`src/design/block_out_pkg.sv`:
```
package block_out_pkg;

    localparam int block_width = 512;
    localparam int words_per_block = 4;
    localparam int block_cnt_width = 11;
    localparam int tag_width = 14;
    localparam int chan_width = 6;
    localparam int block_idx_width = 6;
    localparam int addr_width = chan_width + block_idx_width;  // Channel above block index
    localparam int info_width = 16;

endpackage

```
`src/design/msg_format_pkg.sv`:
```
package msg_format_pkg;

    localparam int msg_word_width = 128;
    localparam int msg_len_width = 16;
    localparam int word_bytes = 16;
    localparam int word_idx_width = msg_len_width - $clog2(word_bytes) + 1;  // Counts up to 4096 words
    localparam logic [7:0] pad_byte = 8'h80;
    localparam int len_field_width = 64;
    localparam int len_limit_bytes = 56;  // Offsets from here on leave no room for the length

    localparam logic [1:0] fetch_idle = 2'd0;
    localparam logic [1:0] fetch_info_wait = 2'd1;
    localparam logic [1:0] fetch_burst = 2'd2;

    // The byte count seen as 16-byte words plus tail, or as 64-byte blocks plus offset
    typedef union packed {
        struct packed {
            logic [msg_len_width-$clog2(word_bytes)-1:0] word_cnt;
            logic [$clog2(word_bytes)-1:0]               tail_bytes;
        } words;
        struct packed {
            logic [9:0] block_cnt;
            logic [5:0] block_off;
        } blocks;
    } msg_len_t;

    // Number of message words that carry data bytes
    function automatic logic [word_idx_width-1:0] word_count(msg_len_t len);
        return {1'b0, len.words.word_cnt} + {{(word_idx_width-1){1'b0}}, |len.words.tail_bytes};
    endfunction

endpackage
```
`src/design/sha1_pad_top.sv`:
```
`timescale 1ns/10ps

module sha1_pad_top (
    input  logic                                         sys_clk,
    input  logic                                         sys_rst,
    input  logic                                         msg_cal_channel_ready,
    input  logic                                         msg_info_fifo_empty,
    input  msg_format_pkg::msg_len_t                     msg_info,
    input  logic [block_out_pkg::chan_width-1:0]         msg_channel_num,
    output logic                                         msg_info_rd_en,
    output logic                                         msg_data_rd_en,
    input  logic [msg_format_pkg::msg_word_width-1:0]    msg_data,
    output logic                                         msg_filled_data_valid,
    output logic                                         msg_filled_data_sop,
    output logic                                         msg_filled_data_eop,
    output logic [block_out_pkg::block_width-1:0]        msg_filled_data,
    output logic                                         msg_filled_info_valid,
    output logic [block_out_pkg::info_width-1:0]         msg_filled_info,
    output logic [block_out_pkg::tag_width-1:0]          msg_filled_tag,
    output logic [block_out_pkg::addr_width-1:0]         msg_filled_addr
);

    logic                                         msg_start;
    msg_format_pkg::msg_len_t                     msg_len;
    logic [block_out_pkg::chan_width-1:0]         chan;
    logic                                         word_valid;
    logic [msg_format_pkg::msg_word_width-1:0]    word;
    logic                                         busy;
    logic                                         pad_valid;
    logic                                         pad_first;
    logic                                         pad_last;
    logic [msg_format_pkg::msg_word_width-1:0]    pad_word;
    logic [block_out_pkg::block_cnt_width-1:0]    pad_blocks;
    logic [block_out_pkg::chan_width-1:0]         pad_chan;

    msg_fetch_ctrl i_msg_fetch_ctrl (
        .sys_clk               (sys_clk),
        .sys_rst               (sys_rst),
        .msg_cal_channel_ready (msg_cal_channel_ready),
        .msg_info_fifo_empty   (msg_info_fifo_empty),
        .msg_info              (msg_info),
        .msg_channel_num       (msg_channel_num),
        .msg_data              (msg_data),
        .busy                  (busy),
        .msg_info_rd_en        (msg_info_rd_en),
        .msg_data_rd_en        (msg_data_rd_en),
        .msg_start             (msg_start),
        .msg_len               (msg_len),
        .chan                  (chan),
        .word_valid            (word_valid),
        .word                  (word)
    );

    pad_word_former i_pad_word_former (
        .sys_clk    (sys_clk),
        .sys_rst    (sys_rst),
        .msg_start  (msg_start),
        .msg_len    (msg_len),
        .chan       (chan),
        .word_valid (word_valid),
        .word       (word),
        .busy       (busy),
        .pad_valid  (pad_valid),
        .pad_first  (pad_first),
        .pad_last   (pad_last),
        .pad_word   (pad_word),
        .pad_blocks (pad_blocks),
        .pad_chan   (pad_chan)
    );

    block_packer i_block_packer (
        .sys_clk               (sys_clk),
        .sys_rst               (sys_rst),
        .pad_valid             (pad_valid),
        .pad_first             (pad_first),
        .pad_last              (pad_last),
        .pad_word              (pad_word),
        .pad_blocks            (pad_blocks),
        .pad_chan              (pad_chan),
        .msg_filled_data_valid (msg_filled_data_valid),
        .msg_filled_data_sop   (msg_filled_data_sop),
        .msg_filled_data_eop   (msg_filled_data_eop),
        .msg_filled_data       (msg_filled_data),
        .msg_filled_info_valid (msg_filled_info_valid),
        .msg_filled_info       (msg_filled_info),
        .msg_filled_tag        (msg_filled_tag),
        .msg_filled_addr       (msg_filled_addr)
    );

endmodule

```
`src/design/block_packer.sv`:
```
`timescale 1ns/10ps

module block_packer (
    input  logic                                         sys_clk,
    input  logic                                         sys_rst,
    input  logic                                         pad_valid,
    input  logic                                         pad_first,
    input  logic                                         pad_last,
    input  logic [msg_format_pkg::msg_word_width-1:0]    pad_word,
    input  logic [block_out_pkg::block_cnt_width-1:0]    pad_blocks,
    input  logic [block_out_pkg::chan_width-1:0]         pad_chan,
    output logic                                         msg_filled_data_valid,
    output logic                                         msg_filled_data_sop,
    output logic                                         msg_filled_data_eop,
    output logic [block_out_pkg::block_width-1:0]        msg_filled_data,
    output logic                                         msg_filled_info_valid,
    output logic [block_out_pkg::info_width-1:0]         msg_filled_info,
    output logic [block_out_pkg::tag_width-1:0]          msg_filled_tag,
    output logic [block_out_pkg::addr_width-1:0]         msg_filled_addr
);

    logic [block_out_pkg::block_width-msg_format_pkg::msg_word_width-1:0]  held;
    logic [$clog2(block_out_pkg::words_per_block)-1:0]                     word_sel;
    logic                                                                   first_held;
    logic [block_out_pkg::block_idx_width-1:0]                              blk_idx;
    logic [block_out_pkg::block_idx_width-1:0]                              cur_idx;
    logic                                                                   blk_done;

    assign blk_done = pad_valid && (word_sel == block_out_pkg::words_per_block - 1);
    assign cur_idx = first_held ? {block_out_pkg::block_idx_width{1'b0}} : blk_idx;

    always_ff @(posedge sys_clk) begin
        if (sys_rst) begin
            word_sel <= '0;
            first_held <= 1'b0;
            blk_idx <= '0;
            msg_filled_data_valid <= 1'b0;
            msg_filled_data_sop <= 1'b0;
            msg_filled_data_eop <= 1'b0;
            msg_filled_info_valid <= 1'b0;
            msg_filled_tag <= '1;  // First message comes out as tag zero
        end else begin
            msg_filled_data_valid <= blk_done;
            msg_filled_data_sop <= blk_done && first_held;
            msg_filled_data_eop <= blk_done && pad_last;
            msg_filled_info_valid <= blk_done && first_held;
            if (pad_valid) begin
                word_sel <= word_sel + 1'b1;
                if (word_sel == '0) begin
                    first_held <= pad_first;  // A message always starts on a block boundary
                end
            end
            if (blk_done) begin
                blk_idx <= cur_idx + 1'b1;
                if (first_held) begin
                    msg_filled_tag <= msg_filled_tag + 1'b1;
                end
            end
        end
    end

    always_ff @(posedge sys_clk) begin
        if (pad_valid) begin
            held <= {held[block_out_pkg::block_width-2*msg_format_pkg::msg_word_width-1:0],
                     pad_word};
        end
        if (blk_done) begin
            msg_filled_data <= {held, pad_word};  // Oldest word sits in the top bits
            msg_filled_info <= {{(block_out_pkg::info_width-block_out_pkg::block_cnt_width){1'b0}},
                                pad_blocks};
            msg_filled_addr <= {pad_chan, cur_idx};
        end
    end

endmodule

```
`src/design/pad_word_former.sv`:
```
`timescale 1ns/10ps

module pad_word_former (
    input  logic                                         sys_clk,
    input  logic                                         sys_rst,
    input  logic                                         msg_start,
    input  msg_format_pkg::msg_len_t                     msg_len,
    input  logic [block_out_pkg::chan_width-1:0]         chan,
    input  logic                                         word_valid,
    input  logic [msg_format_pkg::msg_word_width-1:0]    word,
    output logic                                         busy,
    output logic                                         pad_valid,
    output logic                                         pad_first,
    output logic                                         pad_last,
    output logic [msg_format_pkg::msg_word_width-1:0]    pad_word,
    output logic [block_out_pkg::block_cnt_width-1:0]    pad_blocks,
    output logic [block_out_pkg::chan_width-1:0]         pad_chan
);

    logic                                          active;
    msg_format_pkg::msg_len_t                      len_q;
    logic [msg_format_pkg::word_idx_width-1:0]     idx;
    logic [msg_format_pkg::word_idx_width-1:0]     data_words;
    logic [msg_format_pkg::word_idx_width-1:0]     pad_pos;
    logic [msg_format_pkg::word_idx_width-1:0]     last_idx;
    logic [block_out_pkg::block_cnt_width-1:0]     blocks;
    logic [msg_format_pkg::len_field_width-1:0]    bit_len;
    logic [msg_format_pkg::msg_word_width-1:0]     keep_mask;
    logic [msg_format_pkg::msg_word_width-1:0]     pad_bits;
    logic [msg_format_pkg::msg_word_width-1:0]     next_word;
    logic                                          step;

    // One extra block when the pad byte lands past the length field boundary
    assign blocks = {1'b0, msg_len.blocks.block_cnt}
                  + ((msg_len.blocks.block_off >= msg_format_pkg::len_limit_bytes) ? 11'd2 : 11'd1);

    assign pad_pos = {1'b0, len_q.words.word_cnt};  // Word that carries the pad byte
    assign last_idx = {pad_blocks, 2'b00} - 1'b1;
    assign bit_len = {{(msg_format_pkg::len_field_width - msg_format_pkg::msg_len_width - 3){1'b0}},
                      len_q, 3'b000};

    // Data words wait for the fetch stage, fill words go out every cycle
    assign step = active && (word_valid || (idx >= data_words));
    assign busy = active || msg_start || pad_last;

    always_comb begin
        keep_mask = ~({msg_format_pkg::msg_word_width{1'b1}} >> {len_q.words.tail_bytes, 3'b000});
        pad_bits = {msg_format_pkg::pad_byte, {(msg_format_pkg::msg_word_width-8){1'b0}}}
                   >> {len_q.words.tail_bytes, 3'b000};
        if (idx < pad_pos) begin
            next_word = word;
        end else if (idx == pad_pos) begin
            next_word = (word & keep_mask) | pad_bits;  // Mask is all zero for an empty tail
        end else begin
            next_word = '0;
        end
        if (idx == last_idx) begin
            next_word[msg_format_pkg::len_field_width-1:0] =
                next_word[msg_format_pkg::len_field_width-1:0] | bit_len;
        end
    end

    always_ff @(posedge sys_clk) begin
        if (sys_rst) begin
            active <= 1'b0;
            idx <= '0;
            pad_valid <= 1'b0;
            pad_first <= 1'b0;
            pad_last <= 1'b0;
        end else begin
            pad_valid <= step;
            pad_first <= step && (idx == '0);
            pad_last <= step && (idx == last_idx);
            if (msg_start) begin
                active <= 1'b1;
                idx <= '0;
            end else if (step) begin
                idx <= idx + 1'b1;
                if (idx == last_idx) begin
                    active <= 1'b0;
                end
            end
        end
    end

    always_ff @(posedge sys_clk) begin
        if (msg_start) begin
            len_q <= msg_len;
            pad_chan <= chan;
            pad_blocks <= blocks;
            data_words <= msg_format_pkg::word_count(msg_len);
        end
        if (step) begin
            pad_word <= next_word;
        end
    end

endmodule

```
`src/design/msg_fetch_ctrl.sv`:
```
`timescale 1ns/10ps

module msg_fetch_ctrl (
    input  logic                                        sys_clk,
    input  logic                                        sys_rst,
    input  logic                                        msg_cal_channel_ready,
    input  logic                                        msg_info_fifo_empty,
    input  msg_format_pkg::msg_len_t                    msg_info,
    input  logic [block_out_pkg::chan_width-1:0]        msg_channel_num,
    input  logic [msg_format_pkg::msg_word_width-1:0]   msg_data,
    input  logic                                        busy,
    output logic                                        msg_info_rd_en,
    output logic                                        msg_data_rd_en,
    output logic                                        msg_start,
    output msg_format_pkg::msg_len_t                    msg_len,
    output logic [block_out_pkg::chan_width-1:0]        chan,
    output logic                                        word_valid,
    output logic [msg_format_pkg::msg_word_width-1:0]   word
);

    logic [1:0]                                  state;
    logic [msg_format_pkg::word_idx_width-1:0]   rd_cnt;
    logic [msg_format_pkg::word_idx_width-1:0]   n_words;
    logic                                        info_here;
    logic                                        data_due;

    // The strobe has dropped, so the info FIFO outputs hold this message
    assign info_here = (state == msg_format_pkg::fetch_info_wait) && !msg_info_rd_en;

    always_ff @(posedge sys_clk) begin
        if (sys_rst) begin
            state <= msg_format_pkg::fetch_idle;
            msg_info_rd_en <= 1'b0;
            msg_data_rd_en <= 1'b0;
            msg_start <= 1'b0;
            rd_cnt <= '0;
        end else begin
            msg_info_rd_en <= 1'b0;
            msg_start <= 1'b0;
            case (state)
                msg_format_pkg::fetch_idle: begin
                    if (!busy && !msg_info_fifo_empty && msg_cal_channel_ready) begin
                        msg_info_rd_en <= 1'b1;
                        state <= msg_format_pkg::fetch_info_wait;
                    end
                end
                msg_format_pkg::fetch_info_wait: begin
                    if (info_here) begin
                        msg_start <= 1'b1;
                        rd_cnt <= {{(msg_format_pkg::word_idx_width-1){1'b0}}, 1'b1};
                        if (msg_format_pkg::word_count(msg_info) != '0) begin
                            msg_data_rd_en <= 1'b1;
                            state <= msg_format_pkg::fetch_burst;
                        end else begin
                            state <= msg_format_pkg::fetch_idle;  // Empty body needs no reads
                        end
                    end
                end
                msg_format_pkg::fetch_burst: begin
                    if (rd_cnt == n_words) begin
                        msg_data_rd_en <= 1'b0;
                        state <= msg_format_pkg::fetch_idle;
                    end else begin
                        rd_cnt <= rd_cnt + 1'b1;
                    end
                end
                default: state <= msg_format_pkg::fetch_idle;
            endcase
        end
    end

    always_ff @(posedge sys_clk) begin
        if (info_here) begin
            msg_len <= msg_info;
            chan <= msg_channel_num;
            n_words <= msg_format_pkg::word_count(msg_info);
        end
    end

    // Data returns one cycle after its strobe and is registered once more
    always_ff @(posedge sys_clk) begin
        if (sys_rst) begin
            data_due <= 1'b0;
            word_valid <= 1'b0;
        end else begin
            data_due <= msg_data_rd_en;
            word_valid <= data_due;
        end
    end

    always_ff @(posedge sys_clk) begin
        if (data_due) begin
            word <= msg_data;
        end
    end

endmodule

```
`config.mk`:
```
export PLATFORM = sky130hd
export DESIGN_NAME = sha1_pad_top
export DESIGN_NICKNAME = d
export VERILOG_FILES = /design/src/design/block_out_pkg.sv /design/src/design/msg_format_pkg.sv /design/src/design/sha1_pad_top.sv /design/src/design/block_packer.sv /design/src/design/pad_word_former.sv /design/src/design/msg_fetch_ctrl.sv
export SDC_FILE = /design/constraint.sdc
export NUM_CORES = 1
export LEC_CHECK = 0
export ABC_CLOCK_PERIOD_IN_PS = 23300
export BUFFER_PORTS_ARGS = -buffer_cell sky130_fd_sc_hd__clkbuf_2
export CORE_MARGIN = 2
export CORE_UTILIZATION = 50
export DETAILED_ROUTE_END_ITERATION = 16
export GPL_TIMING_DRIVEN = 1
export PLACE_DENSITY = 0.75
export SYNTH_ARGS = -nofsm -noshare
export SYNTH_HDL_FRONTEND = slang
export SYNTH_SLANG_ARGS = --single-unit
```
`constraint.sdc`:
```
create_clock -name sys_clk -period 23.3 [get_ports sys_clk]
set_input_delay 5.825 -clock sys_clk [delete_from_list [all_inputs] [get_ports sys_clk]]
set_output_delay 5.825 -clock sys_clk [all_outputs]
set_load 0.02 [all_outputs]
```
# ---- After elaboration in Yosys (flattened, before gate mapping)
# Index checks and enable logic that the tools add are counted.
dict set report op_classes {
  addsub 9
  magnitude_cmp 3
  n_eq_ne 11
  n_shift 2
  muxes 22
  bitwise_logic 6
  n_reduce_logical 33
}
# op count
set op_table {}
lappend op_table {{$mux W128} 2}
lappend op_table {{$shr A128 B7 Y128 const A} 2}
lappend op_table {{$and A128 B128 Y128} 1}
lappend op_table {{$not A128 Y128} 1}
lappend op_table {{$or A128 B128 Y128} 1}
lappend op_table {{$mux W64} 1}
lappend op_table {{$or A64 B19 Y64} 1}
lappend op_table {{$add A12 B1 Y13} 2}
lappend op_table {{$add A13 B1 Y13 const B} 2}
lappend op_table {{$eq A13 B13 Y1} 2}
lappend op_table {{$mux W13} 2}
lappend op_table {{$pmux W13 S2} 1}
lappend op_table {{$add A14 B1 Y14 const B} 1}
lappend op_table {{$eq A13 B12 Y1} 1}
lappend op_table {{$ge A13 B13 Y1} 1}
lappend op_table {{$logic_not A13 Y1} 1}
lappend op_table {{$lt A13 B12 Y1} 1}
lappend op_table {{$reduce_bool A13 Y1} 1}
lappend op_table {{$sub A13 B1 Y13 const B} 1}
lappend op_table {{$add A10 B11 Y11} 1}
lappend op_table {{$mux W2} 5}
lappend op_table {{$logic_and A1 B1 Y1} 9}
lappend op_table {{$mux W1} 8}
lappend op_table {{$reduce_or A4 Y1} 2}
lappend op_table {{19 further kinds} 36}
dict set report word_totals {
  register_bits 1319
  in_bits 154
  word_cells 118
}

# ---- Logic depth before layout (Yosys ltp)
dict set report logic_depth {
  word_depth 8
  mapped_depth 10
  mapped_depth_nobuf 9
}

# ---- By module
# Synthesis repeated with hierarchy kept, for this count alone.
dict set report hier_totals {
  cells_unflattened 2067
  hier_area_um2 43994.7
}
# module n_inst cells_each area_each_um2 seq_area_each_um2
set modules_own_cells {}
lappend modules_own_cells {block_packer 1 1062 28841.4 28117.0}
lappend modules_own_cells {pad_word_former 1 656 8672.1 5565.3}
lappend modules_own_cells {msg_fetch_ctrl 1 349 6481.2 5295.1}

# ---- Least setup slack after synthesis
# Ideal clock, no wire load.
dict set report synth_timing {
  path_kind {flip-flop to flip-flop}
  from {register i_pad_word_former.pad_valid}
  to {register i_block_packer.blk_idx[5] (netlist bit)}
  setup_ns 0.128
  arrival_time_ns 22.925
  slack_ns 0.247
  path_stages_with_launch 7
  n_path_buf 0
  period_less_slack_ns 23.053
  cell_sequence {dfxtp_1 -> nand2_1 -> inv_1 -> and4_1 -> nand3_1 -> xnor2_1 -> nor2_1}
}
dict set report synth_via {
  elab_chain_len 1
}
# element line_no
set synth_rtl {}
lappend synth_rtl {{from (decl)} pad_word_former.sv:12} ;# output logic pad_valid,
lappend synth_rtl {{from (signal assigned)} pad_word_former.sv:71} ;# pad_valid <= step;
lappend synth_rtl {{$logic_and A1 B1 Y1} block_packer.sv:29} ;# assign blk_done = pad_valid && (word_sel == block_out_pkg::words_per_block - 1);
lappend synth_rtl {{net i_block_packer.blk_done} block_packer.sv:27} ;# logic blk_done;
lappend synth_rtl {{to (signal assigned)} block_packer.sv:54} ;# blk_idx <= cur_idx + 1'b1;
lappend synth_rtl {{to (decl)} block_packer.sv:25} ;# logic [block_out_pkg::block_idx_width-1:0] blk_idx;
# The timed path passes the listed nets, and every way through them passes these cells.
# A chain may end at the register's enable or synchronous reset.

# ---- Worst setup path in the final report
dict set report layout_timing {
  from {input port msg_info[1] (netlist bit)}
  to {register i_msg_fetch_ctrl.msg_data_rd_en}
}
dict set report layout_via {
  elab_chain_len 5
}
# element line_no
set layout_rtl {}
lappend layout_rtl {{from (decl)} sha1_pad_top.sv:8} ;# input msg_format_pkg::msg_len_t msg_info,
lappend layout_rtl {{$reduce_or A4 Y1} msg_format_pkg.sv:29} ;# return {1'b0, len.words.word_cnt} + {{(word_idx_width-1){1'b0}}, |len.words.tail_bytes};
lappend layout_rtl {{$add A12 B1 Y13} msg_format_pkg.sv:29}
lappend layout_rtl {{$reduce_bool A13 Y1} msg_fetch_ctrl.sv:51} ;# if (msg_format_pkg::word_count(msg_info) != '0) begin
lappend layout_rtl {{$ne A2 B2 Y1 (no line)} --}
lappend layout_rtl {{$reduce_and A4 Y1 (no line)} --}
lappend layout_rtl {{to (signal assigned)} msg_fetch_ctrl.sv:34} ;# msg_data_rd_en <= 1'b0;
lappend layout_rtl {{to (signal assigned)} msg_fetch_ctrl.sv:52} ;# msg_data_rd_en <= 1'b1;
lappend layout_rtl {{to (signal assigned)} msg_fetch_ctrl.sv:61} ;# msg_data_rd_en <= 1'b0;
lappend layout_rtl {{to (decl)} msg_fetch_ctrl.sv:13} ;# output logic msg_data_rd_en,
# No other way between the ends.

==> impl_metrics.tcl <==
set metrics [dict create \
    finalHoldViolCount 0 \
    critPathTopFamily "compound AO/OA/AOI/OAI gates" \
    post_drt_via_cell_ratio 5.32 \
    worst-setup-path-type "input pin to flop" \
    antenna_found_initial 16 \
    htreeDepth 4 \
    hp-start "i_block_packer.held[362]$_DFFE_PP_" \
    mappedNetlistArea_sq_um 43900 \
    ys_seq_area_share_pct 88.8 \
    setup_slack_ns 15.44 \
    maxSlewViolCount 0 \
    ios 714 \
    root_buffer "clkbuf_16" \
    synth_edf_count 1256 \
    worstPathRequired_ns 23.96 \
    worstMarginPinSlew_ns 1.20 \
    clk_path_buf_depth 3 \
    power.density_nw_per_um2 90.0 \
    crit_buf_inv 1 \
    hp-class "flop to flop" \
    synth_seq_cells 1319 \
    wl_microns 105000 \
    synth_top_area_share_pct 85.9 \
    synth_most_common_cell "edfxtp_1" \
    clock_latency_ns 0.73 \
    maxCapViolCount 0 \
    synthCells 2091 \
    setup_viol 0 \
    endpoint_kind "flop" \
    fin_hold_ws_ns 0.410 \
    wl_per_cell_microns 25.1 \
    min_period_over_period_pct 33.7 \
    die_area_sq_um 90200 \
    path_cells "clkbuf_2, or4_1, ha_1, ha_1, nand4_1, mux2_2, o221a_2, a211o_1, o31ai_1, o2bb2ai_1" \
    drtIter0Drc 2575 \
    worstPathArrival_ns 8.52 \
    synth.top_cells.by_count "edfxtp_1 (1256), nor2b_1 (95), nor2_1 (73), dfxtp_1 (63), nand2_1 (55)" \
    dp_slack_ns 14.73 \
    internal_power_mw 3.86 \
    finalPower_mw 4.79 \
    placement.io_buffers 708 \
    cts_tree "done" \
    yosysUniqueCellTypes 70 \
    ys_top_cells_by_area "edfxtp_1 (86%), dfxtp_1 (2.9%), nor2b_1 (1.4%)" \
    max_freq_mhz 127 \
    grt_usage_pct 23.0 \
    sw_frac_of_total_pct 19.5 \
    r2r_setup_slack_ns 17.96 \
    hold_depth 0 \
    drc 0 \
    start_util_pct 50.5 \
    crit_path_frequent_cell "ha_1" \
    place_congestion 0.849 \
    synth_top_flop_cell "edfxtp_1" \
    ir_worst_vdd_mv 0.100 \
    ys_warn_count 0 \
    yosys.area.top_type "edfxtp_1" \
    path_max_fanout 7 \
    num_vias 22200 \
    rows 108 \
    grt_pass1_vias 22500 \
    startpoint_type "input pin" \
    nFillCells 5805 \
    avgSynthCellArea_sq_um 21.0 \
    tns_ns 0 \
    cts_resized 0 \
    r2r-end "i_block_packer.msg_filled_data[44]$_DFFE_PP_" \
    overflow 0 \
    leakage_nw 19.0 \
    die_x_microns 300 \
    async_reset_ff_share_pct 0 \
    ant_nets 0 \
    cts_made_buffers 131 \
    nets 3111 \
    max_stage_delay_ns 0.51 \
    status "completed" \
    fin_skew_ns 0.0312 \
    power_switching_mw 0.933 \
    slew_headroom_pct 20.0 \
    drt_pass1_iterations 5 \
    core-area_sq_um 86900 \
    rr_worst_depth 5 \
    fp.dieH_microns 300 \
    finalCriticalPeriod_ns 7.86 \
    comb_power_share_pct 1.4 \
    clkTransAtPathRegs_ns 0.06 \
    grt_max_degree 192 \
    min_to "i_block_packer.msg_filled_data[490]$_DFFE_PP_" \
    slowest_stage "or4_1" \
    hpwl_microns 68100 \
    power_frac_seq_pct 54.5 \
    clkPwrFrac_pct 44.1 \
    rsz0062_at_grt "false" \
    postCtsSetupBuffers 0 \
    grt_pass1_wl_microns 151000 \
    area_growth_syn_to_layout_pct 21.2 \
    worstReg2RegStart "i_pad_word_former.pad_valid$_SDFF_PP0_" \
    path_depth 10 \
    cts.sinks 1319 \
    ctsHoldBuffers 0 \
    drive_above_1_share_pct 30.7 \
]
## per-stage QoR
stage	utilization (%)	instances	cell area (sq um)
2_1_floorplan	-	2095	43900
3_3_place_gp	56.3	3936	48900
3_5_place_dp	56.3	3936	48900
4_1_cts	61.2	4173	53200
5_1_grt	61.2	4179	53200
6_report	61.2	4181	53200
## power by group through the flow
stage	Combinational, mW	Clock (mW)	Sequential (mW)
floorplan	0.0351	0	2.66
global placement	0.0640	0	2.66
detailed placement	0.0676	0	2.66
CTS	0.0688	2.15	2.61
global route	0.0757	2.24	2.61
finish	0.0687	2.11	2.61
## area by class of cell
cell class                      instances  area (sq um)  share of cell area, %
Tap cell                             1155          1450                   2.72
Clock buffer                          178          3640                   6.85
Multi-Input combinational cell        684          4560                   8.57
Antenna cell                            8          20.0                 0.0376
Timing Repair Buffer                  725          3680                   6.92
Inverter                               53           211                  0.397
Sequential cell                      1319         39000                   73.3
Clock inverter                         59           664                   1.25
## cell families after synthesis
logic type	synth area share (%)
XOR/XNOR	1.36
AO/OA/AOI/OAI	2.61
buffers and inverters	0.858
multiplexers	0.140
flip-flops	88.8
adder cells (fa/ha/maj)	1.24
AND/OR/NAND/NOR	4.97
other	0.00854
## state kept, by name, indices dropped and copies added, names as in the netlist, 12 cells and up
name                            flops
i_msg_fetch_ctrl.msg_len           16
i_pad_word_former.idx              13
i_block_packer.held               384
i_msg_fetch_ctrl.word             128
i_pad_word_former.len_q            16
i_pad_word_former.data_words       13
i_block_packer.msg_filled_tag      14
i_msg_fetch_ctrl.n_words           13
i_block_packer.msg_filled_data    512
i_block_packer.msg_filled_addr     12
i_msg_fetch_ctrl.rd_cnt            13
i_pad_word_former.pad_word        128
## worst max path at each step
stage,start,to
after global placement,msg_info[1],i_msg_fetch_ctrl.msg_data_rd_en$_SDFFE_PP0P_
final,msg_info[1],i_msg_fetch_ctrl.msg_data_rd_en$_SDFFE_PP0P_
after floorplan,i_pad_word_former.pad_valid$_SDFF_PP0_,i_block_packer.blk_idx[5]$_SDFFE_PP0P_
after CTS,msg_info[1],i_msg_fetch_ctrl.msg_data_rd_en$_SDFFE_PP0P_
after detailed placement,msg_info[1],i_msg_fetch_ctrl.msg_data_rd_en$_SDFFE_PP0P_
after global routing,msg_info[1],i_msg_fetch_ctrl.msg_data_rd_en$_SDFFE_PP0P_
## layer usage
metal	routed length (microns)	track usage, %
met5	96	0
met3	7920	6.17
met2	54000	39.2
met1	39200	27.9
met4	3590	8.98
## worst register-to-register path: stages, from the launching register on
cell and delay, ns:
dfxtp_4 0.79, nand2_1 0.42, inv_8 0.74, buf_4 1.05, buf_4 0.94, buf_4 0.98
## cells in the final DEF (no fill, tap or decap), types with 20 or more instances in the layout
cell type,count
and3_1,20
nor2b_1,95
clkbuf_2,708
clkbuf_1,37
clkinv_1,22
xor2_1,34
xnor2_1,34
inv_1,51
dfxtp_1,60
nor2_1,72
clkbuf_16,139
edfxtp_1,1256
a21oi_1,43
nand2_1,55
nand3_1,38
ha_1,42
Note: power is estimated with default switching activity, not from simulation.
